**config.mk**
```make
export PLATFORM = sky130hd
export DESIGN_NAME = aether_sys_ram
export DESIGN_NICKNAME = d
export VERILOG_FILES = /design/src/design/aether_pkg.sv /design/src/design/aether_sys_ram.sv
export SDC_FILE = /design/constraint.sdc
export NUM_CORES = 2
export LEC_CHECK = 0
export ABC_CLOCK_PERIOD_IN_PS = 2520
export BUFFER_PORTS_ARGS = -buffer_cell sky130_fd_sc_hd__buf_2
export CAP_MARGIN = 0
export CORE_UTILIZATION = 55
export DETAILED_ROUTE_END_ITERATION = 6
export MAX_ROUTING_LAYER = met4
export PLACE_DENSITY = 0.7
export SLEW_MARGIN = 20
export SYNTH_ARGS = -nofsm -noshare
export SYNTH_HDL_FRONTEND = slang
export SYNTH_SLANG_ARGS = --single-unit
```
**constraint.sdc**
```tcl
create_clock -name clk_i -period 2.52 [get_ports clk_i]
set_input_delay 0.252 -clock clk_i [delete_from_list [all_inputs] [get_ports clk_i]]
set_output_delay 0.252 -clock clk_i [all_outputs]
set_load 0.1 [all_outputs]
```
**src/design/aether_pkg.sv**
```systemverilog
package aether_pkg;

  // -------------------------------------------------------------------------
  // Widths and sizes
  // -------------------------------------------------------------------------
  localparam int DATA_W       = 16;
  localparam int WGT_W        = 8;
  localparam int KERNEL_TAPS  = 9;  // 3x3 kernel
  localparam int ENGINE_COUNT = 4;
  localparam int WGT_DEPTH    = ENGINE_COUNT * KERNEL_TAPS;
  localparam int MEM_AW       = 8;
  localparam int BUF_DEPTH    = 64;

  typedef logic [DATA_W-1:0]              word_t;
  typedef logic [WGT_W-1:0]               weight_t;   // Signed weight
  typedef logic [$clog2(WGT_DEPTH)-1:0]   wgt_idx_t;  // Engine * 9 + tap
  typedef logic [MEM_AW-1:0]              mem_addr_t;
  typedef logic [$clog2(BUF_DEPTH)-1:0]   buf_addr_t;

  // -------------------------------------------------------------------------
  // Register map
  // -------------------------------------------------------------------------
  typedef enum logic [3:0] {
    VERSN = 4'd0,
    HWRID = 4'd1,
    MSTRT = 4'd2,
    MENDD = 4'd3,
    BCFG1 = 4'd4,
    STATS = 4'd5
  } reg_sel_e;

  localparam word_t VERSN_VALUE = 16'h6C00;
  localparam word_t HWRID_VALUE = 16'hB2E9;
  localparam word_t BCFG1_MAX   = word_t'(ENGINE_COUNT);  // Reset value and write clamp

  // Host instructions
  typedef enum logic [3:0] {
    NOP      = 4'd0,
    RD_REG   = 4'd1,
    WR_REG   = 4'd2,
    LDW_STRT = 4'd3,
    LDW_CONT = 4'd4,
    LDW_MOVE = 4'd5,
    LDW_CWGT = 4'd6,
    RD_WGT   = 4'd7
  } opcode_e;

  // -------------------------------------------------------------------------
  // Wishbone classic bus
  // -------------------------------------------------------------------------
  typedef struct packed {
    logic      cyc;
    logic      stb;
    logic      we;
    mem_addr_t adr;
    word_t     dat;
  } wb_req_t;

  typedef struct packed {
    logic  ack;
    word_t dat;
  } wb_rsp_t;

  // Shared by the mover and the loader
  typedef enum logic [1:0] {
    IDLE,
    REQ,
    NEXT
  } xfer_state_e;

endpackage

```
**src/design/aether_sys_ram.sv**
```systemverilog
`timescale 1ns/100ps

module aether_sys_ram (
  input  logic                clk_i,
  input  logic                arst_n_i,
  input  aether_pkg::wb_req_t wb_i,
  output aether_pkg::wb_rsp_t wb_o
);

  aether_pkg::word_t mem_q [2**aether_pkg::MEM_AW];
  aether_pkg::word_t rdata_q;
  logic              ack_q;
  logic              req;

  assign req = wb_i.cyc && wb_i.stb;

  // Single-cycle ack per request
  always_ff @(posedge clk_i or negedge arst_n_i)
  begin
    if (!arst_n_i)
      ack_q <= 1'b0;
    else
      ack_q <= req && !ack_q;
  end

  always_ff @(posedge clk_i)
  begin
    if (req && wb_i.we)
      mem_q[wb_i.adr] <= wb_i.dat;
    rdata_q <= mem_q[wb_i.adr];  // Valid with ack
  end

  assign wb_o = '{ack: ack_q, dat: rdata_q};

  a_ack_req: assert property (@(posedge clk_i) disable iff (!arst_n_i)
    ack_q |-> req);

endmodule

```
## Yosys cells after proc, flatten, opt, wreduce, memory -nomap -nowiden

Memories as Yosys holds them, arrays and structs flattened. A register that Yosys moved wholly into a read port is not among the register bits.
Index checks and enable logic that the tools add are counted.

| word-level totals | value |
|---|---|
| memories kept | 1 |
| memory bits (writable) | 4096 |
| bits in registers | 1 |
| input bits | 29 |
| output and inout bits | 17 |

| cells by class | value |
|---|---|
| multiplexer cells | 2 |
| reductions and logical operators | 4 |

Memory list:

| name | depth | width | rd ports | clocked after memory_dff | wr ports | RTL line | text |
|---|---|---|---|---|---|---|---|
| mem_q | 256 | 16 | 1 | 1 | 1 | aether_sys_ram.sv:10 | `aether_pkg::word_t mem_q [2**aether_pkg::MEM_AW];` |

Operators by type and width:

| cell | number |
|---|---|
| 1-bit logical AND | 3 |
| 1-bit 2-to-1 mux | 2 |
| 1-bit logical NOT | 1 |

## Logic depth before layout (Yosys ltp)

| logic depth | value |
|---|---|
| word-level depth | 4 |
| depth in mapped cells | 9 |
| mapped depth without buffers | 5 |

## Worst setup path before layout

OpenSTA, ideal clock, no wires.

| path | value |
|---|---|
| kind | in2reg |
| start point | in wb_i[17] in the netlist's numbering |
| end point | mem mem_q[182][0] in the netlist's numbering, enable pin |
| setup slack | -0.337 ns |
| path buffers | 5 |
| arrival time | 2.469 ns |
| library setup time | 0.388 ns |
| stages on the path | 9 |
| cell sequence | buf_2 > buf_2 > buf_4 > buf_2 > inv_1 > nor3_1 > nand2_1 > buf_2 > nor2_1 |

RTL lines:

| what | RTL line | text |
|---|---|---|
| start, declared | aether_sys_ram.sv:6 | `input aether_pkg::wb_req_t wb_i,` |
| end, declared | aether_sys_ram.sv:10 |  |

No word-level cell before the write port.

## Worst setup path after layout

| path | value |
|---|---|
| start point | reg rdata_q[6] (read register of mem_q) |
| end point | out wb_o[6] in the netlist's numbering |

RTL lines:

| what | RTL line | text |
|---|---|---|
| start, declared | aether_sys_ram.sv:11 | `aether_pkg::word_t rdata_q;` |
| end, declared | aether_sys_ram.sv:7 | `output aether_pkg::wb_rsp_t wb_o` |

No word-level cell between the ends.

==> results.tsv <==
stage	metric	value	unit
clock_tree	cts_tree	yes	
critical_path	path_max_fanout	6	
die	ios	46	
grt	grt_pass1_wl	585300	um
route	drtIter0Drc	12240	
logic_synthesis	seq_area_frac_synth	0.7946	
sta	finalSetupViolations	1	
pwr	p_leak	58.66	nW
route	drc	0	
sta	rsz0062_at_grt	no	
cells_and_area	area_growth	19.61	%
critical_path	r2r_start	mem_q[254][12]	
die	die_width	533.3	um
sta	fin_skew	0.07021	ns
pwr	p_comb_frac	0.054	
grt	antenna_found_initial	27	
critical_path	crit_chain	buf_2	
pwr	total_power	141.9	mW
critical_path	cp_slowest_stage_delay	0.84	ns
sta	finalWorstSetupSlack	-0.06664	ns
clock_tree	path_clk_slew	0.06	ns
grt	overflow	0	
placement	place_congestion	0.8725	
route	vias	78930	
grt	grt_max_degree	101	
sta	drv_slew	0	
sta	max_slew.worst_pin.slew	0.9474	ns
logic_synthesis	syn_area	155200	um2
placement	io_buffers	45	
critical_path	cp_slowest_cell	dfxtp_1	
cells_and_area	layout.cells.non_filler	11930	
worst_hold_path	min_from	wb_i[22]	
clock_tree	cts.sinks	4113	
worst_hold_path	hold_depth	5	
logic_synthesis	yosys.area.top_type_share	0.7924	
critical_path	criticalPathCategory	reg -> out	
logic_synthesis	yosysTopAreaCell	edfxtp_1	
cells_and_area	drive_above_1_share	0.3598	
outcome	violations	negative setup slack	
pwr	pwr-share-clk	0.414	
cells_and_area	fin_area	185700	um2
grt	grt_usage	0.2988	
critical_path	cp_top_family	flip-flops	
critical_path	worstSetupStartpointType	flop	
outcome	status	complete, but fails checks	
logic_synthesis	ys_warn_count	0	
route	ant_nets	0	
die	die_h	533.3	um
critical_path	required	2.27	ns
critical_path	crit_arrival	2.33	ns
clock_tree	cts_inserted_buffers	402	
pwr	irDropWorstVdd	608.0	uV
grt	grt_pass1_vias	78900	
critical_path	cp.buffers_inverters	1	
placement	pre_cts_ws	-1.217	ns
logic_synthesis	ys_seq_elements	4113	
sta	max_slew_margin	0.3684	
logic_synthesis	ys_async_sr_fraction	0.0002431	
placement	dp.cells	11160	
logic_synthesis	synthMostInstantiatedCell	edfxtp_1	
sta	hold_slack	0.1043	ns
pwr	swShare	0.2130	
critical_path	reg2reg_depth	6	
worst_hold_path	hold_class	in -> reg	
die	dieArea	284400	um2
logic_synthesis	syn_inst	6710	
cells_and_area	final_nets	7885	
pwr	pwr-share-seq	0.532	
pwr	internal_power	111.6	mW
logic_synthesis	synth_commonest_cells	edfxtp_1, mux4_2, a22oi_1	
clock_tree	clk_latency	0.94	ns
critical_path	worstSetupEndpointType	output pin	
die	std_cell_rows	194	
sta	min_period_over_period	1.026	
critical_path	r2r_slack	0.01	ns
logic_synthesis	synth_nets	6739	
clock_tree	clk_path_buf_depth	4	
placement	dpl-instance-area	172400	um2
sta	hold_viol_final	0	
die	core	280100	um2
pwr	switchingPower	30.22	mW
route	via_per_inst	6.619	
clock_tree	ctsHtreeMaxLevel	5	
cells_and_area	utilization	0.6628	
critical_path	r2r_end	rdata_q[12]	
logic_synthesis	synth_top_cells_by_area	edfxtp_1, mux4_2, a22oi_1	
sta	clock.fmax	386.6	MHz
sta	final.setup.tns	-0.06664	ns
route	firstDrtPassIters	5	
route	drt_wl_total	409100	um
route	wl_per_cell	34.30	um
die	start_util	0.5542	
sta	min_period	2.587	ns
logic_synthesis	synth_cell_types	22	
logic_synthesis	synth_edf_count	4096	
logic_synthesis	synth_ff_type	edfxtp_1	
clock_tree	root_buffer	clkbuf_16	
placement	hpwl	252400	um
job	drv_cap	0	
logic_synthesis	post_synth.cell_area_avg	23.13	um2
pwr	p_per_area	764.0	nW/um2
worst_hold_path	min_to	rdata_q[8]	
clock_tree	postCtsSetupBuffers	0	
==> how the worst max path moves through the flow <==
stage | startpoint | end | slack (ns) | cells past startpoint
after floorplan | wb_i[17] | mem_q[230][0] | -0.16 | 8
after global placement | wb_i[16] | rdata_q[4] | -1.78 | 10
after detailed placement | wb_i[16] | rdata_q[10] | -1.22 | 10
after CTS | mem_q[59][0] | rdata_q[0] | 0.01 | 7
after global routing | mem_q[136][10] | rdata_q[10] | 0.006 | 7
final | rdata_q[6] | wb_o[6] | -0.07 | 1
==> cell type report <==
class,instances,area [um2]
multi-input cells,2182,31040
clock buffers,492,10480
repair buffers,1155,13850
clock inverters,235,2236
diodes,22,55.05
flip-flops and latches,4113,123300
inverters,2,7.507
fillers,17240,94440
well taps,3724,4659
==> placed cells by master (no fill, tap or decap), drive strengths merged, types with 2 or more instances in the layout <==
master       instances
a21oi              256
a22oi              512
and2                 2
buf               1135
bufinv              37
clkbuf             492
clkinv             171
clkinvlp            16
dfxtp               16
diode               22
dlygate4sd3         20
edfxtp            4096
inv                 13
mux4              1024
nand2               30
nand2b               2
nand3                5
nand4               16
nor2               260
nor2b                6
nor3                 4
o41ai               64
==> state kept, by name, summed over array words and instances (netlist names) <==
register	flops
mem_q	4096
rdata_q	16
ack_q	1
==> routing by layer <==
layer	GRT usage	up-vias	share of wire
met4	0.1136	0	0.045
met3	0.04933	817	0.11
met1	0.4085	41760	0.36
li1	-	31380	-
met5	-	-	0
met2	0.4582	4983	0.48
==> kinds of logic after synthesis <==
group           Yosys count  share of synthesized area
mux                    1024                     0.1486
flops                  4113                     0.7946
buf+inv                 415                    0.01181
simple gates            326                   0.008391
compound gates          832                    0.03663
==> power groups by stage <==
stage | combinational [mW] | sequential [mW] | clock, mW
CTS | 7.67 | 75.4 | 59.1
finish | 7.71 | 75.4 | 58.7
floorplan | 3.16 | 77.1 | 0
detailed placement | 7.55 | 76.9 | 0
global placement | 7.40 | 76.9 | 0
global route | 7.98 | 75.4 | 61.6
==> timing repair <==
item / 4_1_cts / 5_1_grt
resized for setup: 26 / 5
hold buffers: 20 / 0
pin swaps: 0 / 2
cloned: 0 / 0
endpoints found under the hold margin: 1147 / 0
endpoints found under the setup margin: 11 / 5
Note: power is estimated with default switching activity, not from simulation.
