[src/design/aether_pkg.sv]
package aether_pkg;

  // -------------------------------------------------------------------------
  // Widths and sizes
  // -------------------------------------------------------------------------
  localparam int DATA_W       = 16;
  localparam int WGT_W        = 8;
  localparam int KERNEL_TAPS  = 9;  // 3x3 kernel
  localparam int ENGINE_COUNT = 4;
  localparam int WGT_DEPTH    = ENGINE_COUNT * KERNEL_TAPS;
  localparam int MEM_AW       = 8;
  localparam int BUF_DEPTH    = 64;

  typedef logic [DATA_W-1:0]              word_t;
  typedef logic [WGT_W-1:0]               weight_t;   // Signed weight
  typedef logic [$clog2(WGT_DEPTH)-1:0]   wgt_idx_t;  // Engine * 9 + tap
  typedef logic [MEM_AW-1:0]              mem_addr_t;
  typedef logic [$clog2(BUF_DEPTH)-1:0]   buf_addr_t;

  // -------------------------------------------------------------------------
  // Register map
  // -------------------------------------------------------------------------
  typedef enum logic [3:0] {
    VERSN = 4'd0,
    HWRID = 4'd1,
    MSTRT = 4'd2,
    MENDD = 4'd3,
    BCFG1 = 4'd4,
    STATS = 4'd5
  } reg_sel_e;

  localparam word_t VERSN_VALUE = 16'h6C00;
  localparam word_t HWRID_VALUE = 16'hB2E9;
  localparam word_t BCFG1_MAX   = word_t'(ENGINE_COUNT);  // Reset value and write clamp

  // Host instructions
  typedef enum logic [3:0] {
    NOP      = 4'd0,
    RD_REG   = 4'd1,
    WR_REG   = 4'd2,
    LDW_STRT = 4'd3,
    LDW_CONT = 4'd4,
    LDW_MOVE = 4'd5,
    LDW_CWGT = 4'd6,
    RD_WGT   = 4'd7
  } opcode_e;

  // -------------------------------------------------------------------------
  // Wishbone classic bus
  // -------------------------------------------------------------------------
  typedef struct packed {
    logic      cyc;
    logic      stb;
    logic      we;
    mem_addr_t adr;
    word_t     dat;
  } wb_req_t;

  typedef struct packed {
    logic  ack;
    word_t dat;
  } wb_rsp_t;

  // Shared by the mover and the loader
  typedef enum logic [1:0] {
    IDLE,
    REQ,
    NEXT
  } xfer_state_e;

endpackage

[src/design/aether_buffer_mover.sv]
`timescale 1ns/100ps

module aether_buffer_mover (
  input  logic                  clk_i,
  input  logic                  arst_n_i,
  input  logic                  start_i,
  input  aether_pkg::mem_addr_t mem_start_i,
  input  aether_pkg::mem_addr_t mem_end_i,
  output aether_pkg::buf_addr_t buf_raddr_o,
  input  aether_pkg::word_t     buf_rdata_i,
  output aether_pkg::wb_req_t   wb_o,
  input  aether_pkg::wb_rsp_t   wb_i,
  output logic                  busy_o
);

  aether_pkg::xfer_state_e state_q;
  aether_pkg::mem_addr_t   base_q;
  aether_pkg::mem_addr_t   last_q;  // Offset of the final word
  aether_pkg::mem_addr_t   k_q;     // Current word offset

  always_ff @(posedge clk_i)
  begin
    if (start_i)
    begin
      base_q <= mem_start_i;
      last_q <= mem_end_i - mem_start_i;
    end
  end

  always_ff @(posedge clk_i or negedge arst_n_i)
  begin
    if (!arst_n_i)
    begin
      state_q <= aether_pkg::IDLE;
      k_q     <= '0;
    end
    else
    begin
      case (state_q)
        aether_pkg::IDLE:
        begin
          if (start_i)
          begin
            k_q     <= '0;
            state_q <= aether_pkg::NEXT;
          end
        end
        aether_pkg::NEXT: state_q <= aether_pkg::REQ;  // Buffer word fetched here
        aether_pkg::REQ:
        begin
          if (wb_i.ack)
          begin
            if (k_q == last_q)
              state_q <= aether_pkg::IDLE;
            else
            begin
              k_q     <= k_q + 1'b1;
              state_q <= aether_pkg::NEXT;
            end
          end
        end
        default: state_q <= aether_pkg::IDLE;
      endcase
    end
  end

  assign buf_raddr_o = k_q[$bits(aether_pkg::buf_addr_t)-1:0];

  always_comb
  begin
    wb_o     = '0;
    wb_o.cyc = (state_q == aether_pkg::REQ);
    wb_o.stb = (state_q == aether_pkg::REQ);
    wb_o.we  = 1'b1;  // Write-only master
    wb_o.adr = base_q + k_q;
    wb_o.dat = buf_rdata_i;  // Stable while k_q holds
  end

  assign busy_o = (state_q != aether_pkg::IDLE);

endmodule

[config.mk]
export PLATFORM = sky130hd
export DESIGN_NAME = aether_buffer_mover
export DESIGN_NICKNAME = d
export VERILOG_FILES = /design/src/design/aether_pkg.sv /design/src/design/aether_buffer_mover.sv
export SDC_FILE = /design/constraint.sdc
export NUM_CORES = 1
export LEC_CHECK = 0
export ABC_AREA = 0
export BUFFER_PORTS_ARGS = -buffer_cell sky130_fd_sc_hd__buf_2
export CAP_MARGIN = 5
export CORE_MARGIN = 2
export CORE_UTILIZATION = 45
export CTS_CLUSTER_SIZE = 16
export DETAILED_ROUTE_END_ITERATION = 8
export HOLD_SLACK_MARGIN = 0.1
export PLACE_DENSITY = 0.84
export SLEW_MARGIN = 20
export SYNTH_ARGS = -nofsm -noshare
export SYNTH_HDL_FRONTEND = slang
export SYNTH_SLANG_ARGS = --single-unit
[constraint.sdc]
create_clock -name clk_i -period 4.3 [get_ports clk_i]
set_input_delay 0.215 -clock clk_i [delete_from_list [all_inputs] [get_ports clk_i]]
set_output_delay 0.215 -clock clk_i [all_outputs]
set_load 0.01 [all_outputs]
# Yosys cells after proc, flatten, opt, wreduce, memory -nomap -nowiden
# Index checks and enable logic that the tools add are counted.
# word_totals
output_inout_bits,34
reg_bits,26
wordCells,26
inputBits,52
# op_classes
eq_ne,6
mux,8
reduce_logical,5
n_addsub,3
# ops
op,count
$mux W8,3
$pmux W8 S2,1
$add A8 B1 Y8 const B,1
$add A8 B8 Y8,1
$eq A8 B8 Y1,1
$sub A8 B8 Y8,1
$mux W2,3
$pmux W2 S3,1
$ne A2 B2 Y1 const B,2
$reduce_and A4 Y1,1
$reduce_bool A2 Y1,2
$eq A2 B1 Y1 const B,1
$eq A2 B2 Y1 const B,1
$logic_not A2 Y1,1
$ne A2 B1 Y1 const B,1
$reduce_and A2 Y1,1

# Longest topological paths before layout
# logic_depth
word_depth,4
depth_mapped,9

# Least setup slack after synthesis
# Ideal clock, no wire load.
# synth_timing
kind,register to output
startpoint,register k_q[0]
endpoint,output wb_o[22] (netlist bit)
stages_incl_launch_ff,8
path_slack_ps,2234
t_arrival_ps,1851
path_cell_list,dfrtp_1 ha_1 fa_1 a21o_1 a21oi_1 o21bai_1 a21oi_1 xnor2_1
# synth_lines
item,line,rtl
from (decl),aether_buffer_mover.sv:19,aether_pkg::mem_addr_t k_q;
from (signal assigned),aether_buffer_mover.sv:57,k_q <= k_q + 1'b1;
to (decl),aether_buffer_mover.sv:11,"output aether_pkg::wb_req_t wb_o,"

==> results.tsv <==
metric	value	unit
die_height	68.5	µm
synthToLayoutAreaGrowth	5.67	%
worst_path_most_repeated_cell	a21oi_1	
path_clk_slew	0.09	ns
rows	23	
grt.overflow.total	0	
post-dp-hpwl	2440	µm
synth_edf_count	16	
first_pass_iters	4	
grt_pass1_vias	1246	
ys_async_sr_fraction	0.385	
yosysWarnings	0	
yosys.area.top_type	edfxtp_1	
clock-sinks	26	
synth.most_common_cell	buf_4	
fin_util	0.495	
cap_violations	0	
ys_types	39	
viasPerCell	5.13	
status	finished, final reports clean	
synthCells	181	
critPathLaunchType	flip-flop	
cts_buffer_depth	2	
cpMaxStageDelayCell	dfrtp_1	
drc	0	
synth_area	1870	µm²
synth_top_area_frac	0.256	
synth_ff_type	edfxtp_1	
wire_per_inst	12.6	µm
place_ws	1.93	ns
antenna_cells	0	
die_w	68.5	µm
antenna_found_initial	0	
critPathCaptureType	output pin	
io_pins	86	
period_minus_slack	2.65	ns
coreArea	4000	µm²
fin_nets	264	
cellPowerDensity	399	nW/µm²
drt_iter0_drc	70	
io_buffers	36	
vias	1251	
wirelength	3080	µm
place_area	1900	µm²
ant_nets	0	
grt_max_degree	18	
seq_area_frac_synth	0.390	
dieArea	4700	µm²
period_share	0.617	
postLayoutCellArea	1980	µm²
critical_path_class	flip-flop to output pin	
post_cts_resized	0	
fmaxAchievable	0.377	GHz
fin_worst_skew	0.00334	ns
fillers	387	
clkLatencyLatePin	0.27	ns
numCtsBuffers	3	
crit_arrival	2.44	ns
cts_tree	done	
worst_slack	1.65	ns
cp.required	4.09	ns
tns	0	ns
power	791	µW
synth_nets	250	
hold_viol	0	
path_cells	ha_1 > fa_1 > a21o_1 > a21oi_1 > o21bai_1 > a21oi_1 > xnor2_1 > buf_2	
critPathMaxFanout	8	
synthTopCellsByArea	edfxtp_1, dfrtp_1, ha_1, buf_4, xnor2_1	
clock-root-buffer	clkbuf_8	
synth_common_cells	buf_4, xnor2_1, edfxtp_1, ha_1, inv_1	
grt_pass1_wl	5310	µm
maxSlewViolCount	0	
start_util	0.469	
maxSlewHeadroom	0.660	
grt_usage	0.152	
drive_gt1_frac	0.242	
rsz0062_at_grt	false	
max_stage_delay	0.48	ns
htreeDepth	1	
gp_congestion	0.752	
worstMarginPinSlew	0.511	ns
setup_violations	0	
min_path_type	primary input to flip-flop	
ys_ff_latch	26	
syn_area_per_cell	10.4	µm²
p_leak	0.000915	µW
ir_worst_vdd	0.135	mV
## state kept, by name, indices dropped and copies added, names as in the netlist
| name | count |
|---|---|
| base_q | 8 |
| k_q | 8 |
| last_q | 8 |
| state_q | 2 |
## critical path: cells and delay by family, from the launching register on
family	cells	cell delay [ns]
AOI/OAI and AO/OA	4	0.75
xor gates and xnor gates	1	0.13
adders and majority gates	2	0.67
buffers and inverters	1	0.15
DFF	1	0.48
## cells by family (layout without fill, tap and decap cells)
group,Yosys count,in the layout,share of synthesized area
AO/OA/AOI/OAI,35,35,0.130
AND/OR/NAND/NOR,37,37,0.104
multiplexers,1,1,0.00534
adder cells (fa/ha/maj),17,17,0.121
flip-flops,26,26,0.390
other,1,1,0.00200
XOR/XNOR,22,22,0.103
buffers and inverters,42,55,0.144
## through the flow
step | std cells | hold slack (ns)
after floorplan | 181 | -0.0806
after global placement | 239 | 0.0847
after detailed placement | 239 | 0.0871
after CTS | 244 | 0.130
after global routing | 244 | 0.122
final | 244 | 0.132
## cells in the final DEF (no fill, tap or decap)
cell / n
xnor2_1: 20
o31ai_4: 1
nor2b_1: 1
o21ai_0: 5
a221o_1: 1
nor4_1: 1
dlygate4sd3_1: 1
a21oi_1: 6
o21ai_1: 6
a31oi_1: 2
inv_1: 14
o31ai_1: 3
and3_1: 5
o2111ai_1: 1
bufinv_16: 1
edfxtp_1: 16
clkbuf_8: 3
a22o_1: 1
buf_2: 36
nand4_1: 1
nor2_1: 6
dfrtp_1: 10
fa_1: 2
ha_1: 15
o21bai_1: 2
mux2i_1: 1
or2_2: 2
xor2_1: 2
o41ai_1: 1
or2_4: 1
o21ai_2: 1
a21o_1: 3
o31ai_2: 1
or2b_1: 1
o21a_1: 1
nand2_1: 6
nand3_1: 8
nor2_2: 1
nand2b_1: 4
conb_1: 1
## metal layers
metal / up-vias / part of all wire / global-route usage
met4: 0 / 0.019 / 0.0725
met2: 46 / 0.51 / 0.276
met3: 9 / 0.060 / 0.0227
li1: 623 / - / -
met5: - / 0 / 0
met1: 573 / 0.41 / 0.173
## worst paths after layout
check                                        from                     end  slack (ns)  cells after the start
max                            k_q[0]$_DFFE_PN0P_                wb_o[22]        1.65                      8
min                                mem_start_i[0]     base_q[0]$_DFFE_PP_        0.13                      1
max reg2reg                    k_q[4]$_DFFE_PN0P_      k_q[3]$_DFFE_PN0P_        2.39                      5
min reg2reg                state_q[1]$_DFFE_PN0P_  state_q[0]$_DFFE_PN0P_        0.56                      2
max in group asynchronous                arst_n_i  state_q[1]$_DFFE_PN0P_        3.80                      2
min in group asynchronous                arst_n_i      k_q[2]$_DFFE_PN0P_        0.32                      2
## where the power goes
part	internal [µW]	total, µW	switching [µW]	leakage [µW]
registers	303	340	36.8	0.000292
logic	116	250	134	0.000587
clock network	125	201	76.8	0.0000357
total	543	791	248	0.000915
## repair_timing
action / CTS / global route
hold buffers: 1 / 0
buffers inserted: 0 / 0
hold endpoints to repair: 10 / 0
## final cells by class
| cell class | instances | area (µm²) | share of cell area |
|---|---|---|---|
| tap | 50 | 62.6 | 0.0316 |
| multi-input combinational | 113 | 873 | 0.441 |
| inverter | 14 | 52.6 | 0.0265 |
| timing repair buffer | 37 | 190 | 0.0960 |
| clock buffer | 3 | 41.3 | 0.0208 |
| sequential | 26 | 731 | 0.369 |
| clock inverter | 1 | 30.0 | 0.0152 |
Power figures use the tool's default switching activity.
