## src/design/aether_pkg.sv

```systemverilog
package aether_pkg;

  // -------------------------------------------------------------------------
  // Widths and sizes
  // -------------------------------------------------------------------------
  localparam int DATA_W       = 16;
  localparam int WGT_W        = 8;
  localparam int KERNEL_TAPS  = 9;  // 3x3 kernel
  localparam int ENGINE_COUNT = 4;
  localparam int WGT_DEPTH    = ENGINE_COUNT * KERNEL_TAPS;
  localparam int MEM_AW       = 8;
  localparam int BUF_DEPTH    = 64;

  typedef logic [DATA_W-1:0]              word_t;
  typedef logic [WGT_W-1:0]               weight_t;   // Signed weight
  typedef logic [$clog2(WGT_DEPTH)-1:0]   wgt_idx_t;  // Engine * 9 + tap
  typedef logic [MEM_AW-1:0]              mem_addr_t;
  typedef logic [$clog2(BUF_DEPTH)-1:0]   buf_addr_t;

  // -------------------------------------------------------------------------
  // Register map
  // -------------------------------------------------------------------------
  typedef enum logic [3:0] {
    VERSN = 4'd0,
    HWRID = 4'd1,
    MSTRT = 4'd2,
    MENDD = 4'd3,
    BCFG1 = 4'd4,
    STATS = 4'd5
  } reg_sel_e;

  localparam word_t VERSN_VALUE = 16'h6C00;
  localparam word_t HWRID_VALUE = 16'hB2E9;
  localparam word_t BCFG1_MAX   = word_t'(ENGINE_COUNT);  // Reset value and write clamp

  // Host instructions
  typedef enum logic [3:0] {
    NOP      = 4'd0,
    RD_REG   = 4'd1,
    WR_REG   = 4'd2,
    LDW_STRT = 4'd3,
    LDW_CONT = 4'd4,
    LDW_MOVE = 4'd5,
    LDW_CWGT = 4'd6,
    RD_WGT   = 4'd7
  } opcode_e;

  // -------------------------------------------------------------------------
  // Wishbone classic bus
  // -------------------------------------------------------------------------
  typedef struct packed {
    logic      cyc;
    logic      stb;
    logic      we;
    mem_addr_t adr;
    word_t     dat;
  } wb_req_t;

  typedef struct packed {
    logic  ack;
    word_t dat;
  } wb_rsp_t;

  // Shared by the mover and the loader
  typedef enum logic [1:0] {
    IDLE,
    REQ,
    NEXT
  } xfer_state_e;

endpackage

```

## src/design/aether_weight_loader.sv

```systemverilog
`timescale 1ns/100ps

module aether_weight_loader (
  input  logic                  clk_i,
  input  logic                  arst_n_i,
  input  logic                  start_i,
  input  aether_pkg::mem_addr_t mem_start_i,
  input  aether_pkg::word_t     engine_count_i,
  output aether_pkg::wb_req_t   wb_o,
  input  aether_pkg::wb_rsp_t   wb_i,
  output logic                  busy_o,
  input  aether_pkg::wgt_idx_t  weight_idx_i,
  output aether_pkg::weight_t   weight_o
);

  aether_pkg::xfer_state_e state_q;
  aether_pkg::mem_addr_t   addr_q;
  aether_pkg::wgt_idx_t    total_q;   // BCFG1 * 9 entries to fill
  aether_pkg::wgt_idx_t    wr_idx_q;  // Next entry for the low byte
  aether_pkg::weight_t     store_q [aether_pkg::WGT_DEPTH];
  logic                    we_lo;
  logic                    we_hi;

  assign we_lo = (state_q == aether_pkg::REQ) && wb_i.ack;
  assign we_hi = we_lo && (wr_idx_q + 1'b1 < total_q);  // Odd count drops the last high byte

  always_ff @(posedge clk_i)
  begin
    if (start_i)
    begin
      addr_q  <= mem_start_i;
      total_q <= aether_pkg::wgt_idx_t'(engine_count_i * aether_pkg::KERNEL_TAPS);
    end
    else if (we_lo)
      addr_q <= addr_q + 1'b1;
  end

  always_ff @(posedge clk_i or negedge arst_n_i)
  begin
    if (!arst_n_i)
    begin
      state_q  <= aether_pkg::IDLE;
      wr_idx_q <= '0;
    end
    else
    begin
      case (state_q)
        aether_pkg::IDLE:
        begin
          if (start_i)
          begin
            wr_idx_q <= '0;
            state_q  <= aether_pkg::NEXT;
          end
        end
        aether_pkg::NEXT:
        begin
          if (wr_idx_q < total_q)
            state_q <= aether_pkg::REQ;
          else
            state_q <= aether_pkg::IDLE;
        end
        aether_pkg::REQ:
        begin
          if (wb_i.ack)
          begin
            wr_idx_q <= wr_idx_q + 2'd2;  // Two weights per word
            state_q  <= aether_pkg::NEXT;
          end
        end
        default: state_q <= aether_pkg::IDLE;
      endcase
    end
  end

  // Kernel weight store, low byte first
  always_ff @(posedge clk_i or negedge arst_n_i)
  begin
    if (!arst_n_i)
    begin
      for (int i = 0; i < aether_pkg::WGT_DEPTH; i++)
        store_q[i] <= '0;
    end
    else
    begin
      if (we_lo)
        store_q[wr_idx_q] <= wb_i.dat[aether_pkg::WGT_W-1:0];
      if (we_hi)
        store_q[wr_idx_q + 1'b1] <= wb_i.dat[aether_pkg::DATA_W-1:aether_pkg::WGT_W];
    end
  end

  assign weight_o = (weight_idx_i < aether_pkg::WGT_DEPTH) ? store_q[weight_idx_i] : '0;

  always_comb
  begin
    wb_o     = '0;
    wb_o.cyc = (state_q == aether_pkg::REQ);
    wb_o.stb = (state_q == aether_pkg::REQ);
    wb_o.adr = addr_q;  // Read-only master
  end

  assign busy_o = (state_q != aether_pkg::IDLE);

  // Store writes stay inside the count taken at start
  a_store_bound: assert property (@(posedge clk_i) disable iff (!arst_n_i)
    we_lo |-> (wr_idx_q < total_q) && $stable(total_q));

endmodule

```

## config.mk

```make
export PLATFORM = sky130hd
export DESIGN_NAME = aether_weight_loader
export DESIGN_NICKNAME = d
export VERILOG_FILES = /design/src/design/aether_pkg.sv /design/src/design/aether_weight_loader.sv
export SDC_FILE = /design/constraint.sdc
export NUM_CORES = 1
export LEC_CHECK = 0
export BUFFER_PORTS_ARGS = -buffer_cell sky130_fd_sc_hd__buf_2
export CORE_UTILIZATION = 30
export DETAILED_ROUTE_END_ITERATION = 16
export MAX_ROUTING_LAYER = met4
export PLACE_DENSITY_LB_ADDON = 0.3
export REMOVE_ABC_BUFFERS = 1
export SETUP_SLACK_MARGIN = 0.1
export SYNTH_ARGS = -nofsm -noshare
export SYNTH_HDL_FRONTEND = slang
export SYNTH_SLANG_ARGS = --single-unit
```

## constraint.sdc

```tcl
create_clock -name clk_i -period 3.33 [get_ports clk_i]
set_clock_uncertainty 0.1 [all_clocks]
set_input_delay 0.666 -clock clk_i [delete_from_list [all_inputs] [get_ports clk_i]]
set_output_delay 0.666 -clock clk_i [all_outputs]
set_load 0.05 [all_outputs]
```

; ---- Word-level counts from Yosys, hierarchy flattened
; Cells that the tools add are included.
[totals]
inputBits = 50
regBits = 310
wordCells = 90
output_inout_bits = 36
[classes]
order_cmp = 8
mul = 1
bitwise = 3
reduce_logical = 10
mux = 21
eq_ne = 4
addsub = 3
[ops]
columns = operator, count
row1 = 288-bit bitwise mux, 2
row2 = 288-bit 2-to-1 mux, 2
row3 = 8-bit demux with 6-bit select, 2
row4 = 8-bit 2-to-1 mux, 7
row5 = 8-bit binary-select mux with 6-bit select, 1
row6 = "7-bit >= comparator, second input constant", 3
row7 = 6-bit NOT with 7-bit output, 3
row8 = "16-bit by 4-bit multiplier with 6-bit output, second input constant", 1
row9 = "7-bit by 1-bit < comparator with 1-bit output, second input constant", 2
row10 = 6-bit < comparator, 2
row11 = 6-bit 2-to-1 mux, 2
row12 = 6-bit case mux with 2 select lines, 1
row13 = "8-bit by 1-bit adder with 8-bit output, second input constant", 1
row14 = "6-bit by 1-bit adder with 6-bit output, second input constant", 1
row15 = "6-bit by 2-bit adder with 6-bit output, second input constant", 1
row16 = "6-bit < comparator, second input constant", 1
row17 = 2-bit case mux with 3 select lines, 1
row18 = 2-bit nonzero test, 3
row19 = 1-bit logical AND, 4
row20 = 2-bit 2-to-1 mux, 2
row21 = 3-bit AND reduction, 1
row22 = "2-bit by 1-bit equality test with 1-bit output, second input constant", 1
row23 = "2-bit equality test, second input constant", 1
row24 = 2-bit logical NOT, 1
row25 = 4 further kinds, 4

; ---- Longest topological paths before layout
[depth]
depth_word = 9
ltp_mapped = 10
mapped_depth_nobuf = 8

; ---- Worst setup path after synthesis
; No wires, ideal clock.
[synth_path]
path_kind = input-to-output
start = input weight_idx_i[1]
end = output weight_o[3]
n_path_buf = 4
setup_slack_ns = -0.375
arrival_ns = 2.939
required_ns = 2.564
stages = 9
path_cell_list = buf_6 > buf_8 > buf_4 > buf_2 > mux4_2 > mux2i_1 > nor2_1 > nor2_1 > o31ai_1
[synth_between]
elab_chain_len = 5
elab_cells_between_ends = 6
cone_classes = order compare: 1 / mux: 4 / bitwise: 1
[synth_rtl]
columns = item, line_no
row1 = from (decl), aether_weight_loader.sv:12  ; input aether_pkg::wgt_idx_t weight_idx_i,
row2 = 6-bit NOT with 7-bit output (not written as such), aether_weight_loader.sv:93  ; assign weight_o = (weight_idx_i < aether_pkg::WGT_DEPTH) ? store_q[weight_idx_i] : '0;
row3 = 8-bit binary-select mux with 6-bit select, aether_weight_loader.sv:93
row4 = 8-bit 2-to-1 mux (not written as such) (2 in series), aether_weight_loader.sv:93
row5 = 8-bit 2-to-1 mux (*), aether_weight_loader.sv:93
row6 = to (decl), aether_weight_loader.sv:13  ; output aether_pkg::weight_t weight_o
; Every way passes the cells marked *; elsewhere a longest branch is shown, timed or not. The select of a mux whose other input is x is not followed.

; ---- Final worst setup path
[layout_path]
start = input weight_idx_i[0]
end = output weight_o[2]
; Same word-level chain as after synthesis.

==> impl_metrics.py <==
metrics = {
    "run_status": {
        "status": "finished, violations left",
        "violations": "negative setup slack",
    },
    "critical_path": {
        "crit_top_cell": "mux4_2",
        "cp.required_ns": 2.56,
        "slowest_delay_ns": 0.54,
        "cp.arrival_ns": 2.57,
        "startpoint_type": "input pin",
        "cp-startpoint": "weight_idx_i[0]",
        "rrSetupSlack_ns": 0.37,
        "worstSetupEndpointType": "output port",
        "r2r_cells": 9,
        "rr_endpoint": "store_q[113]",
        "critical_path_class": "input pin to output port",
        "crit_slowest_cell": "mux4_2",
        "path_max_fanout": 6,
        "timing.rr.start": "wr_idx_q[1]",
        "crit_path_cell_trace": "buf_16 -> buf_12 -> mux4_2 -> mux4_2 -> o32ai_4 -> a21oi_2 -> buf_6",
        "crit_path_end": "weight_o[2]",
    },
    "synth": {
        "yosys.area_share.simple_pct": 4.43,
        "synthXorXnorAreaFrac_pct": 0.652,
        "synth_top_family_by_area": "multiplexers",
        "syn_area_per_cell_um2": 15.1,
        "ys_seq_area_share_pct": 52.8,
        "ys.warnings.count": 0,
        "synth_edf_count": 14,
        "netlist_instances": 980,
        "ys.flop_type": "dfrtp_1",
        "synth_cell_type_count": 41,
        "synth.area.mux_share_pct": 35.0,
        "async_flop_share_pct": 95.5,
        "synth_compound_area_share_pct": 1.79,
        "synth_area_um2": 14800,
        "synthAdderAreaFrac_pct": 1.61,
        "ys_seq_elements": 309,
    },
    "final_layout": {
        "fin_nets": 1148,
        "syn2layout_area_growth_pct": 18.2,
        "fin_util_pct": 36.3,
        "postLayoutCellArea_um2": 17500,
        "layout_common_cells": "295 x dfrtp_1, 285 x mux2_2, 68 x mux4_2",
        "fillers": 4588,
        "instances_no_fill": 1761,
        "final_common_cell": "dfrtp_1",
        "drive_gt1_share_pct": 51.4,
    },
    "routing": {
        "drc": 0,
        "firstDrtPassIters": 4,
        "ant_nets": 0,
        "wl_per_cell_um": 21.3,
        "wl_um": 37600,
        "vias": 8608,
        "vias_per_cell": 4.89,
        "drtIter0Drc": 478,
    },
    "global_route": {
        "grt_first_pass_wirelength_um": 58300,
        "antenna_found_initial": 1,
        "first_global_vias": 9167,
        "grt_max_degree": 77,
        "grt_overflow_total": 0,
        "track_usage_pct": 16.0,
    },
    "placement": {
        "place_area_um2": 16000,
        "dp_cells": 1686,
        "routabilityCongestion": 0.849,
        "dp_hpwl_um": 24900,
        "dp_worst_setup_slack_ns": -0.220,
        "port_buffers": 58,
    },
    "power": {
        "finalPower_mw": 10.2,
        "p_leak_nw": 8.24,
        "power.density_nw_per_um2": 582,
        "peakVddDrop_v": 0.000451,
    },
    "timing": {
        "fin_crit_ns": 3.34,
        "fmax_ghz": 0.299,
        "setup_viol": 1,
        "setup_tns_ns": -0.0106,
        "whs_ns": 0.0393,
        "rsz0062_at_grt": "true",
        "finalCritPeriodShare_pct": 100,
        "slew_viol_final": 0,
        "worst_slack_ns": -0.0106,
        "hold_viol_final": 0,
        "tightest_slew_ns": 0.659,
        "max_slew_margin_pct": 56.0,
    },
    "floorplanning": {
        "start_util_pct": 30.7,
        "floorplan.die_area_um2": 50200,
        "num_rows": 80,
        "die_w_um": 224,
        "coreArea_um2": 48100,
        "io_pins": 86,
        "die_y_um": 224,
    },
    "clock_network": {
        "ctsLongestPathBuffers": 3,
        "cts_max_level": 2,
        "cts_made_buffers": 36,
        "root_buffer": "clkbuf_16",
        "clk-insertion-delay-late_ns": 0.51,
        "clk_pin_slew_ns": 0.06,
        "clock_sinks": 309,
        "cts_tree": "done",
        "hold_buffers": 0,
    },
    "flow_run": {
        "cap_violations": 0,
    },
    "hold_path": {
        "min_path_type": "input pin to async pin",
    },
}
[report_power, final]
group          switching, mW  internal [mW]  total, mW
logic                  0.892          0.816       1.71
registers              0.250           4.24       4.49
clock network           1.52           2.44       3.96
total                   2.67           7.50       10.2
[cells in the mapped netlist (all sizes together) (2+ instances only)]
| cell type | instances | area (um^2) |
|---|---|---|
| nor2b | 14 | 87.6 |
| ha | 19 | 238 |
| and2 | 3 | 18.8 |
| mux4 | 78 | 1790 |
| nand3 | 7 | 35.0 |
| and3 | 20 | 125 |
| o21a | 3 | 22.5 |
| or2 | 2 | 12.5 |
| xnor2 | 5 | 43.8 |
| clkbuf | 24 | 90.1 |
| nor2 | 32 | 165 |
| mux2 | 294 | 3310 |
| mux2i | 7 | 70.1 |
| o21ai | 18 | 90.1 |
| buf | 57 | 415 |
| nor3 | 10 | 50.1 |
| inv | 12 | 45.0 |
| o32ai | 2 | 17.5 |
| xor2 | 6 | 52.6 |
| a211oi | 8 | 65.1 |
| edfxtp | 14 | 420 |
| o22ai | 2 | 12.5 |
| dfrtp | 295 | 7380 |
| a21oi | 5 | 25.0 |
| nand2 | 34 | 128 |
[layout make-up]
class | instances | area (um^2) | area share [%]
diodes | 2 | 5.00 | 0.0286
clock buffers | 56 | 1110 | 6.35
clock inverters | 6 | 83.8 | 0.480
inverters | 12 | 45.0 | 0.258
multi-input cells | 594 | 6570 | 37.6
flip-flops and latches | 309 | 7800 | 44.7
well taps | 656 | 821 | 4.70
repair buffers | 126 | 1040 | 5.94
[state kept, by name, indices dropped and copies added (netlist names)]
signal,flops
state_q,2
total_q,6
wr_idx_q,5
addr_q,8
store_q,288
[layer usage]
| layer | wire length, um | GRT usage [%] | vias up |
|---|---|---|---|
| met2 | 18200 | 25.2 | 166 |
| met4 | 961 | 5.28 | 0 |
| met3 | 1430 | 2.10 | 49 |
| li1 | - | - | 3786 |
| met5 | 0 | - | - |
| met1 | 17000 | 21.2 | 4607 |
[how the worst min path moves through the flow]
stage	start	endpoint	slack, ns	cells past startpoint
after detailed placement	store_q[259]	store_q[259]	0.37	1
after global placement	store_q[259]	store_q[259]	0.36	1
after global routing	arst_n_i	store_q[116]	0.07	1
after CTS	arst_n_i	store_q[116]	0.04	1
after floorplan	arst_n_i	state_q[0]	0.27	0
final	arst_n_i	store_q[116]	0.04	1
[timing repair]
action                                  4_1_cts  5_1_grt
pin swaps                                     2        1
gates resized for setup                      44        1
cloned                                        1        0
endpoints found under the setup margin        8        8
setup buffers                                 8        2
[kinds of logic (layout without fill, tap and decap cells)]
logic type                 count (synthesis)  in the layout
AOI/OAI and AO/OA                         41             41
xor gates and xnor gates                  11             11
adders and majority gates                 19             19
buffers and inverters                     93            200
DFF                                      309            309
muxes                                    379            379
other                                      1             19
and+or+nand+nor                          127            127
[worst max-delay path, delay by kind of cell]
| family | cells | cell delay (ns) |
|---|---|---|
| compound gates | 2 | 0.40 |
| buf+inv | 3 | 0.43 |
| mux | 2 | 1.07 |
No activity file was read; power rests on OpenSTA's default activity.
