## config.mk

```make
export PLATFORM = sky130hd
export DESIGN_NAME = aether_mem_arbiter
export DESIGN_NICKNAME = d
export VERILOG_FILES = /design/src/design/aether_pkg.sv /design/src/design/aether_mem_arbiter.sv
export SDC_FILE = /design/constraint.sdc
export NUM_CORES = 1
export LEC_CHECK = 0
export BUFFER_PORTS_ARGS = -buffer_cell sky130_fd_sc_hd__buf_2
export CORE_UTILIZATION = 31
export DETAILED_ROUTE_END_ITERATION = 10
export GPL_TIMING_DRIVEN = 1
export PLACE_DENSITY = 0.87
export SETUP_SLACK_MARGIN = 0.15
export SLEW_MARGIN = 40
export SYNTH_ARGS = -nofsm -noshare
export SYNTH_HDL_FRONTEND = slang
export SYNTH_SLANG_ARGS = --single-unit
```

## constraint.sdc

```tcl
create_clock -name clk_i -period 4.6 [get_ports clk_i]
set_clock_uncertainty 0.1 [all_clocks]
set_input_delay 0.92 -clock clk_i [delete_from_list [all_inputs] [get_ports clk_i]]
set_output_delay 0.92 -clock clk_i [all_outputs]
set_load 0.01 [all_outputs]
```

## src/design/aether_pkg.sv

```systemverilog
package aether_pkg;

  // -------------------------------------------------------------------------
  // Widths and sizes
  // -------------------------------------------------------------------------
  localparam int DATA_W       = 16;
  localparam int WGT_W        = 8;
  localparam int KERNEL_TAPS  = 9;  // 3x3 kernel
  localparam int ENGINE_COUNT = 4;
  localparam int WGT_DEPTH    = ENGINE_COUNT * KERNEL_TAPS;
  localparam int MEM_AW       = 8;
  localparam int BUF_DEPTH    = 64;

  typedef logic [DATA_W-1:0]              word_t;
  typedef logic [WGT_W-1:0]               weight_t;   // Signed weight
  typedef logic [$clog2(WGT_DEPTH)-1:0]   wgt_idx_t;  // Engine * 9 + tap
  typedef logic [MEM_AW-1:0]              mem_addr_t;
  typedef logic [$clog2(BUF_DEPTH)-1:0]   buf_addr_t;

  // -------------------------------------------------------------------------
  // Register map
  // -------------------------------------------------------------------------
  typedef enum logic [3:0] {
    VERSN = 4'd0,
    HWRID = 4'd1,
    MSTRT = 4'd2,
    MENDD = 4'd3,
    BCFG1 = 4'd4,
    STATS = 4'd5
  } reg_sel_e;

  localparam word_t VERSN_VALUE = 16'h6C00;
  localparam word_t HWRID_VALUE = 16'hB2E9;
  localparam word_t BCFG1_MAX   = word_t'(ENGINE_COUNT);  // Reset value and write clamp

  // Host instructions
  typedef enum logic [3:0] {
    NOP      = 4'd0,
    RD_REG   = 4'd1,
    WR_REG   = 4'd2,
    LDW_STRT = 4'd3,
    LDW_CONT = 4'd4,
    LDW_MOVE = 4'd5,
    LDW_CWGT = 4'd6,
    RD_WGT   = 4'd7
  } opcode_e;

  // -------------------------------------------------------------------------
  // Wishbone classic bus
  // -------------------------------------------------------------------------
  typedef struct packed {
    logic      cyc;
    logic      stb;
    logic      we;
    mem_addr_t adr;
    word_t     dat;
  } wb_req_t;

  typedef struct packed {
    logic  ack;
    word_t dat;
  } wb_rsp_t;

  // Shared by the mover and the loader
  typedef enum logic [1:0] {
    IDLE,
    REQ,
    NEXT
  } xfer_state_e;

endpackage

```

## src/design/aether_mem_arbiter.sv

```systemverilog
`timescale 1ns/100ps

module aether_mem_arbiter (
  input  logic                clk_i,
  input  logic                arst_n_i,
  input  aether_pkg::wb_req_t m0_req_i,
  output aether_pkg::wb_rsp_t m0_rsp_o,
  input  aether_pkg::wb_req_t m1_req_i,
  output aether_pkg::wb_rsp_t m1_rsp_o,
  output aether_pkg::wb_req_t s_req_o,
  input  aether_pkg::wb_rsp_t s_rsp_i
);

  logic                locked_q;  // Bus owned
  logic                gnt_q;     // Owner, or last owner while free
  aether_pkg::wb_req_t owner_req;

  assign owner_req = gnt_q ? m1_req_i : m0_req_i;

  // -------------------------------------------------------------------------
  // Grant, locked until the owner drops cyc
  // -------------------------------------------------------------------------
  always_ff @(posedge clk_i or negedge arst_n_i)
  begin
    if (!arst_n_i)
    begin
      locked_q <= 1'b0;
      gnt_q    <= 1'b1;  // Port 0 wins the first tie
    end
    else if (locked_q)
    begin
      if (!owner_req.cyc)
        locked_q <= 1'b0;
    end
    else if (m0_req_i.cyc || m1_req_i.cyc)
    begin
      locked_q <= 1'b1;
      if (m0_req_i.cyc && m1_req_i.cyc)
        gnt_q <= !gnt_q;  // Round robin
      else
        gnt_q <= m1_req_i.cyc;
    end
  end

  assign s_req_o  = locked_q ? owner_req : '0;
  assign m0_rsp_o = (locked_q && !gnt_q) ? s_rsp_i : '0;
  assign m1_rsp_o = (locked_q && gnt_q) ? s_rsp_i : '0;

  // Slave ack lands on the same grant that issued the request
  a_ack_owner: assert property (@(posedge clk_i) disable iff (!arst_n_i)
    s_rsp_i.ack |-> locked_q && $past(locked_q) && $stable(gnt_q));

endmodule

```

* Word-level counts from Yosys, hierarchy flattened
Cells that the tools add are included.
** Word-level totals
- Register bits after elaboration :: 2
- Input port bits :: 73
- Output and inout bits :: 61
- Logic and storage cells :: 17
** Operators by class
- Mux-type cells :: 8
- Bitwise operators :: 1
- Reductions and logical operators :: 6
** Operator list (count)
- 27-bit two-way mux :: 2
- 17-bit two-way mux :: 2
- 1-bit two-way mux :: 4
- 1-bit logical AND :: 3
- 2-bit AND reduction :: 1
- 1-bit zero test :: 1
- 1-bit logical OR :: 1
- 1-bit inverter :: 1

* Depth between registers and ports, before layout
Gate-level depths: netlist of run 1.
- Depth after elaboration :: 3
- Gate-level depth with buffers :: 4
- Gate-level depth less buffers :: 2

* Worst setup path after synthesis of run 1
Ideal clock, no wire load.
- Path kind :: input -> output
- From :: input m1_req_i[26] in the netlist's numbering
- To :: output s_req_o[26] in the netlist's numbering
- Arrival :: 1178 ps
- Data required time :: 3580 ps
- Path slack :: 2402 ps
- Cell stages on the path :: 2
- Buffers on the path :: 0
- Cell sequence :: mux2i_1 > nor2b_1
** RTL lines
- from (decl) :: line aether_mem_arbiter.sv:8 : input aether_pkg::wb_req_t m1_req_i,
- to (decl) :: line aether_mem_arbiter.sv:10 : output aether_pkg::wb_req_t s_req_o,

==> metrics.md, run 1 <==
| Metric | Value |
|---|---|
| Area delta synth->final | 78.22% |
| Clock Tree Root | clkbuf_4 |
| Synth Warn # | 0 |
| WL final | 2899 um |
| Initial DRC Count | 14 |
| Net count after synthesis | 180 |
| Fmax | 0.3359 GHz |
| R2R depth | 3 |
| HPWL Detailed | 2425 um |
| Final setup viols | 0 |
| Leak Pwr | 0.9995 nW |
| Initial Utilization | 33.48% |
| Net switching power figure | 289.5 uW |
| CP endpoint kind | output pin |
| Cell Pwr Density | 406.0 mW/mm^2 |
| Non-Filler Instances | 265 |
| Global route overflow | 0 |
| Worst Tran Pin Value | 0.5412 ns |
| Total power | 611.0 uW |
| Routability cong. | 0.7168 |
| Seq cells post-synth | 2 |
| TritonCTS clock tree | done |
| Chip width | 54.20 um |
| Synth unique cells | 16 |
| Clock slew at reported path FFs | 0.04 ns |
| Number of port buffers | 133 |
| I/O pins | 134 |
| TritonRoute pass-1 iters | 4 |
| Hold-fix buffers at CTS | 0 |
| CTS Buf Count | 3 |
| Largest net degree at the start of global routing | 31 |
| Switch share | 47.37% |
| R2R setup slack | 2.74 ns |
| First-pass GRT wire length | 3767 um |
| Final hold violations | 0 |
| Die span in y | 54.20 um |
| Vias in the first global route | 947 |
| DR vias/cell | 4.600 |
| Row cnt | 18 |
| Period minus WS final | 2.977 ns |
| Skew-Pair Late Insertion Delay | 0.23 ns |
| Global Route Usage Sum | 16.84% |
| Maximum VDD drop | 0.3530 mV |
| Core ar. | 0.002522 mm^2 |
| Fin Setup TNS | 0 ns |
| Wire length per cell | 10.94 um |
| ANT cells | 0 |
| Nets@finish | 309 |
| Antenna violations before repair | 0 |
| Internal power | 321.6 uW |
| Top_reg_cell synth | dfstp_2 |
| Synth Cell Area | 844.6 um^2 |
| CP startpoint kind | flip-flop |
| Cell taking the most area after synthesis | mux2i_1 |
| Final Util | 59.67% |
| Worst Hold Class | input port to async pin |
| Die area | 0.002937 mm^2 |
| # resized after CTS | 0 |
| Sink Count | 2 |
| Cell count after synthesis | 107 |
| Routed Antenna Nets | 0 |
| H-tree Lvls | 1 |
| Period utilization | 64.73% |
| Vias | 1,219 |
| Status | finished, final reports clean |
| Post-synth EDFFs | 0 |
| Slew Viols, Final | 0 |
| Critical Path RT | 3.58 ns |
| Power share of the sequential group | 12.4% |
| Fraction of layout cells with a size suffix above 1 | 66.81% |
| Area share of the largest cell type after synthesis | 32.00% |
| Placed cell count | 261 |
| Buffer levels on the longest clock path | 2 |
| Rel. slew slack | 63.92% |
| Crit path arrival time | 1.96 ns |
| DRC viols | 0 |
| Unrepaired setup endpoints after global routing | no |
| Comb pwr share | 80.3% |
| Top cells by area, synth | mux2i_1 (32%), nor2b_1 (20%), and2_2 (15%) |
| Async SR Flop Fraction | 100.0% |
| Crit path kind | flip-flop to output pin |
| Syn_area_per_cell | 7.893 um^2 |
| Synth cell count leaders | mux2i_1 (27), nor2b_1 (27), and2_2 (17), and3_1 (17), clkbuf_1 (5) |
| # Post-CTS Setup Buffers | 0 |
| Max_cap viols | 0 |
| Crit-path max FO | 30 |
| Clock power frac | 7.3% |
| Seq/Total Area, Yosys | 6.074% |
sequential cells by signal, indices dropped and copies added (netlist names):
signal / count
gnt_q: 1
locked_q: 1
per-stage QoR:
step / setup WS, ns / hold WS, ns / cell area, um^2
after floorplan: 2.402 / 0.4709 / 844.6
after global placement: 1.869 / 0.6051 / 1479
after detailed placement: 1.838 / 0.6063 / 1479
after CTS: 1.607 / 0.3587 / 1505
after global routing: 1.494 / 0.3598 / 1505
final: 1.623 / 0.3668 / 1505
power by group through the flow:
stage	registers (mW)	clock network [mW]	logic [mW]
finish	0.0757	0.0446	0.491
global route	0.0832	0.0477	0.537
CTS	0.0764	0.0468	0.496
detailed placement	0.0776	0	0.495
global placement	0.0763	0	0.486
floorplan	0.0306	0	0.402
layout make-up:
type,count,area [um^2]
Multi-Input combinational cell,94,709.4
Tap cell,30,37.54
Clock buffer,4,26.28
Sequential cell,2,51.30
Fill cell,256,1017
Timing Repair Buffer,135,680.7
worst paths after layout:
path                            startpoint          end
worst max-delay path                 gnt_q  s_req_o[26]
worst min-delay path              arst_n_i     locked_q
worst max register to register       gnt_q     locked_q
max in group asynchronous         arst_n_i        gnt_q
min in group clk_i                locked_q     locked_q
worst min register to register    locked_q     locked_q
cells by family (layout without fill, tap and decap cells):
kind of cell           count (synthesis)  after routing  share of synthesized area (%)
DFF                                    2              2                          6.074
AOI/OAI and AO/OA                      2              2                          1.629
muxes                                 27             27                          32.00
and+or+nand+nor                       65             65                          50.37
buffers and inverters                 11            139                          9.926
cell usage in the layout, fill, tap and decap left out:
cell / n
buf_4: 2
mux2i_1: 27
and3_1: 17
and2_2: 17
dfstp_2: 1
dfrtp_1: 1
and2b_2: 1
a21oi_1: 1
nand2b_1: 1
nor2_1: 2
clkbuf_4: 3
buf_2: 133
nor2b_1: 27
a22o_1: 1
clkbuf_1: 1
layer usage:
metal  share of wire (%)  global-route usage, %  vias up  routed length (um)
li1                    -                      -      616                   -
met1                  34                  17.00      557                 972
met2                  59                  35.57       46                1710
met3                 7.5                  1.412        0                 217
met4                   0                  3.846        0                   0
met5                   0                      0        -                   0
worst max-delay path, stage by stage, from the launching register on:
cell	delay [ns]
dfstp_2	0.87
buf_4	0.39
mux2i_1	0.27
nor2b_1	0.07
buf_2	0.14
Power figures use the tool's default switching activity.
==> run 2: changes to the inputs <==
- CORE_UTILIZATION: 31 -> 29
- PLACE_DENSITY: 0.87 -> 0.82
- clock period: 4.6 -> 2.85 ns (I/O delays scaled with it)
==> metrics.md, run 2 (synthesis gave the netlist of run 1 again) <==
| Metric | Value |
|---|---|
| Status | finished, final reports clean |
| Sink Count | 2 (unchanged) |
| Row cnt | 19 (+1) |
| CP endpoint kind | output pin |
| Largest net degree at the start of global routing | 31 (unchanged) |
| TritonCTS clock tree | done |
| Initial DRC Count | 38 (+24) |
| H-tree Lvls | 1 (unchanged) |
| R2R depth | 3 (unchanged) |
| Chip width | 55.97 um (+3.3%) |
| Initial Utilization | 30.63% (-2.9 points) |
| Period minus WS final | 2.411 ns |
| I/O pins | 134 (unchanged) |
| # fillers | 282 (+10%) |
| DR vias/cell | 4.511 (-1.9%) |
| Skew-Pair Late Insertion Delay | 0.23 ns (about the same) |
| # Post-CTS Setup Buffers | 0 (unchanged) |
| DRC viols | 0 (unchanged) |
| Slew Viols, Final | 0 (unchanged) |
| First-pass GRT wire length | 4140 um (+9.9%) |
| Period utilization | 84.61% |
| Commonest non-fill, non-tap cell in the layout | buf_2 |
| TritonRoute pass-1 iters | 4 (unchanged) |
| Final setup viols | 0 (unchanged) |
| Number of port buffers | 133 (unchanged) |
| Antenna violations before repair | 0 (unchanged) |
| Total power | 1.010 mW (+65%) |
| Crit path from | gnt_q |
| Fin Setup TNS | 0 ns (unchanged) |
| Final Instance Area | 0.001519 mm^2 (+0.91%) |
| Routed Antenna Nets | 0 (unchanged) |
| Post-DP Area | 0.001493 mm^2 (+0.93%) |
| Clock Tree Root | clkbuf_4 |
| Unrepaired setup endpoints after global routing | no |
| Maximum VDD drop | 0.3962 mV (+12%) |
| Nets@finish | 309 (unchanged) |
| Biggest regs | gnt_q (1), locked_q (1) |
| Crit path arrival time | 1.74 ns (-0.22 ns) |
| # resized after CTS | 0 (unchanged) |
| CP startpoint kind | flip-flop |
| Crit-path max FO | 26 (-13%) |
| Wire length per cell | 10.70 um (-2.2%) |
| Worst r2r src | gnt_q |
| CTS Buf Count | 3 (unchanged) |
| Global route overflow | 0 (unchanged) |
| Critical Path RT | 2.18 ns (-1.40 ns) |
| Vias in the first global route | 949 (+0.21%) |
| Leak Pwr | 1.004 nW (+0.42%) |
| Hold-fix buffers at CTS | 0 (unchanged) |
| Worst Tran Pin Value | 0.4397 ns (-0.1015 ns) |
| Fraction of layout cells with a size suffix above 1 | 66.81% (unchanged) |
| Most frequent cells in the layout | buf_2 (133), mux2i_1 (27), nor2b_1 (27), and3_1 (17), and2_2 (17) |
| R2R Path End | locked_q |
| Core ar. | 0.002758 mm^2 (+9.3%) |
| ANT cells | 0 (unchanged) |
| Worst Hold Class | input port to async pin |
| Die span in y | 55.97 um (+3.3%) |
| Area delta synth->final | 79.85% |
| Die area | 0.003132 mm^2 (+6.6%) |
| Clock slew at reported path FFs | 0.04 ns (about the same) |
| Global Route Usage Sum | 16.04% (-0.80 points) |
| WL final | 2847 um (-1.8%) |
| R2R setup slack | 1.23 ns (-1.51 ns) |
| Vias | 1,200 (-1.6%) |
| Routability cong. | 0.6891 (-3.9%) |
| Final hold violations | 0 (unchanged) |
| Cell Pwr Density | 664.7 mW/mm^2 (+64%) |
| Crit path kind | flip-flop to output pin |
| Rel. slew slack | 70.69% (+6.8 points) |
| HPWL Detailed | 2333 um (-3.8%) |
| Fmax | 0.4147 GHz |
| Max_cap viols | 0 (unchanged) |
| Buffer levels on the longest clock path | 2 (unchanged) |
-- run 2: cell counts in the layout (fill, tap and decap cells not counted) --
No cell type changed its count.
-- run 2: layer usage --
| layer | track usage, % | wire length, um | vias to the layer above |
|---|---|---|---|
| li1 | - | - | 618 |
| met5 | 0 | 0 | - |
| met1 | 18.95 | 1128 | 528 |
| met3 | 4.186 | 200 | 0 |
| met4 | 2.091 | 0 | 0 |
| met2 | 29.59 | 1517 | 54 |
-- run 2: cell type report --
class	instances	area, um^2	area share [%]
clock buffers	4	26.28	1.730
multi-input cells	94	709.4	46.70
flip-flops and latches	2	51.30	3.377
well taps	31	38.79	2.554
repair buffers	135	693.2	45.63
-- run 2: per-stage QoR --
step	std cells	setup slack [ns]	util, %	hold WS (ns)
floorplan	107	1.067	-	0.1744
finish	266	0.4386	55.08	0.01475
global placement	262	0.7020	54.13	0.2536
CTS	266	0.4157	55.08	0.004917
detailed placement	262	0.6613	54.13	0.2578
global route	266	0.3171	55.08	0.002973
-- run 2: where the power goes --
part           switching (mW)  leakage (nW)  internal, mW
Combinational           0.391         0.967         0.438
Sequential             0.0630        0.0219        0.0457
Clock                  0.0198        0.0150        0.0523
Total                   0.474          1.00         0.536
-- run 2: critical path, stage by stage (launching register included) --
cell and delay [ns]:
dfstp_2 0.80, and2b_2 0.36, and2_2 0.22, buf_2 0.13
-- run 2: worst max path at each step --
stage	to	slack, ns
after detailed placement	s_req_o[26]	0.66
after global routing	s_req_o[26]	0.32
final	m0_rsp_o[7]	0.44
after global placement	s_req_o[26]	0.70
after floorplan	m0_rsp_o[10]	1.07
after CTS	s_req_o[26]	0.42
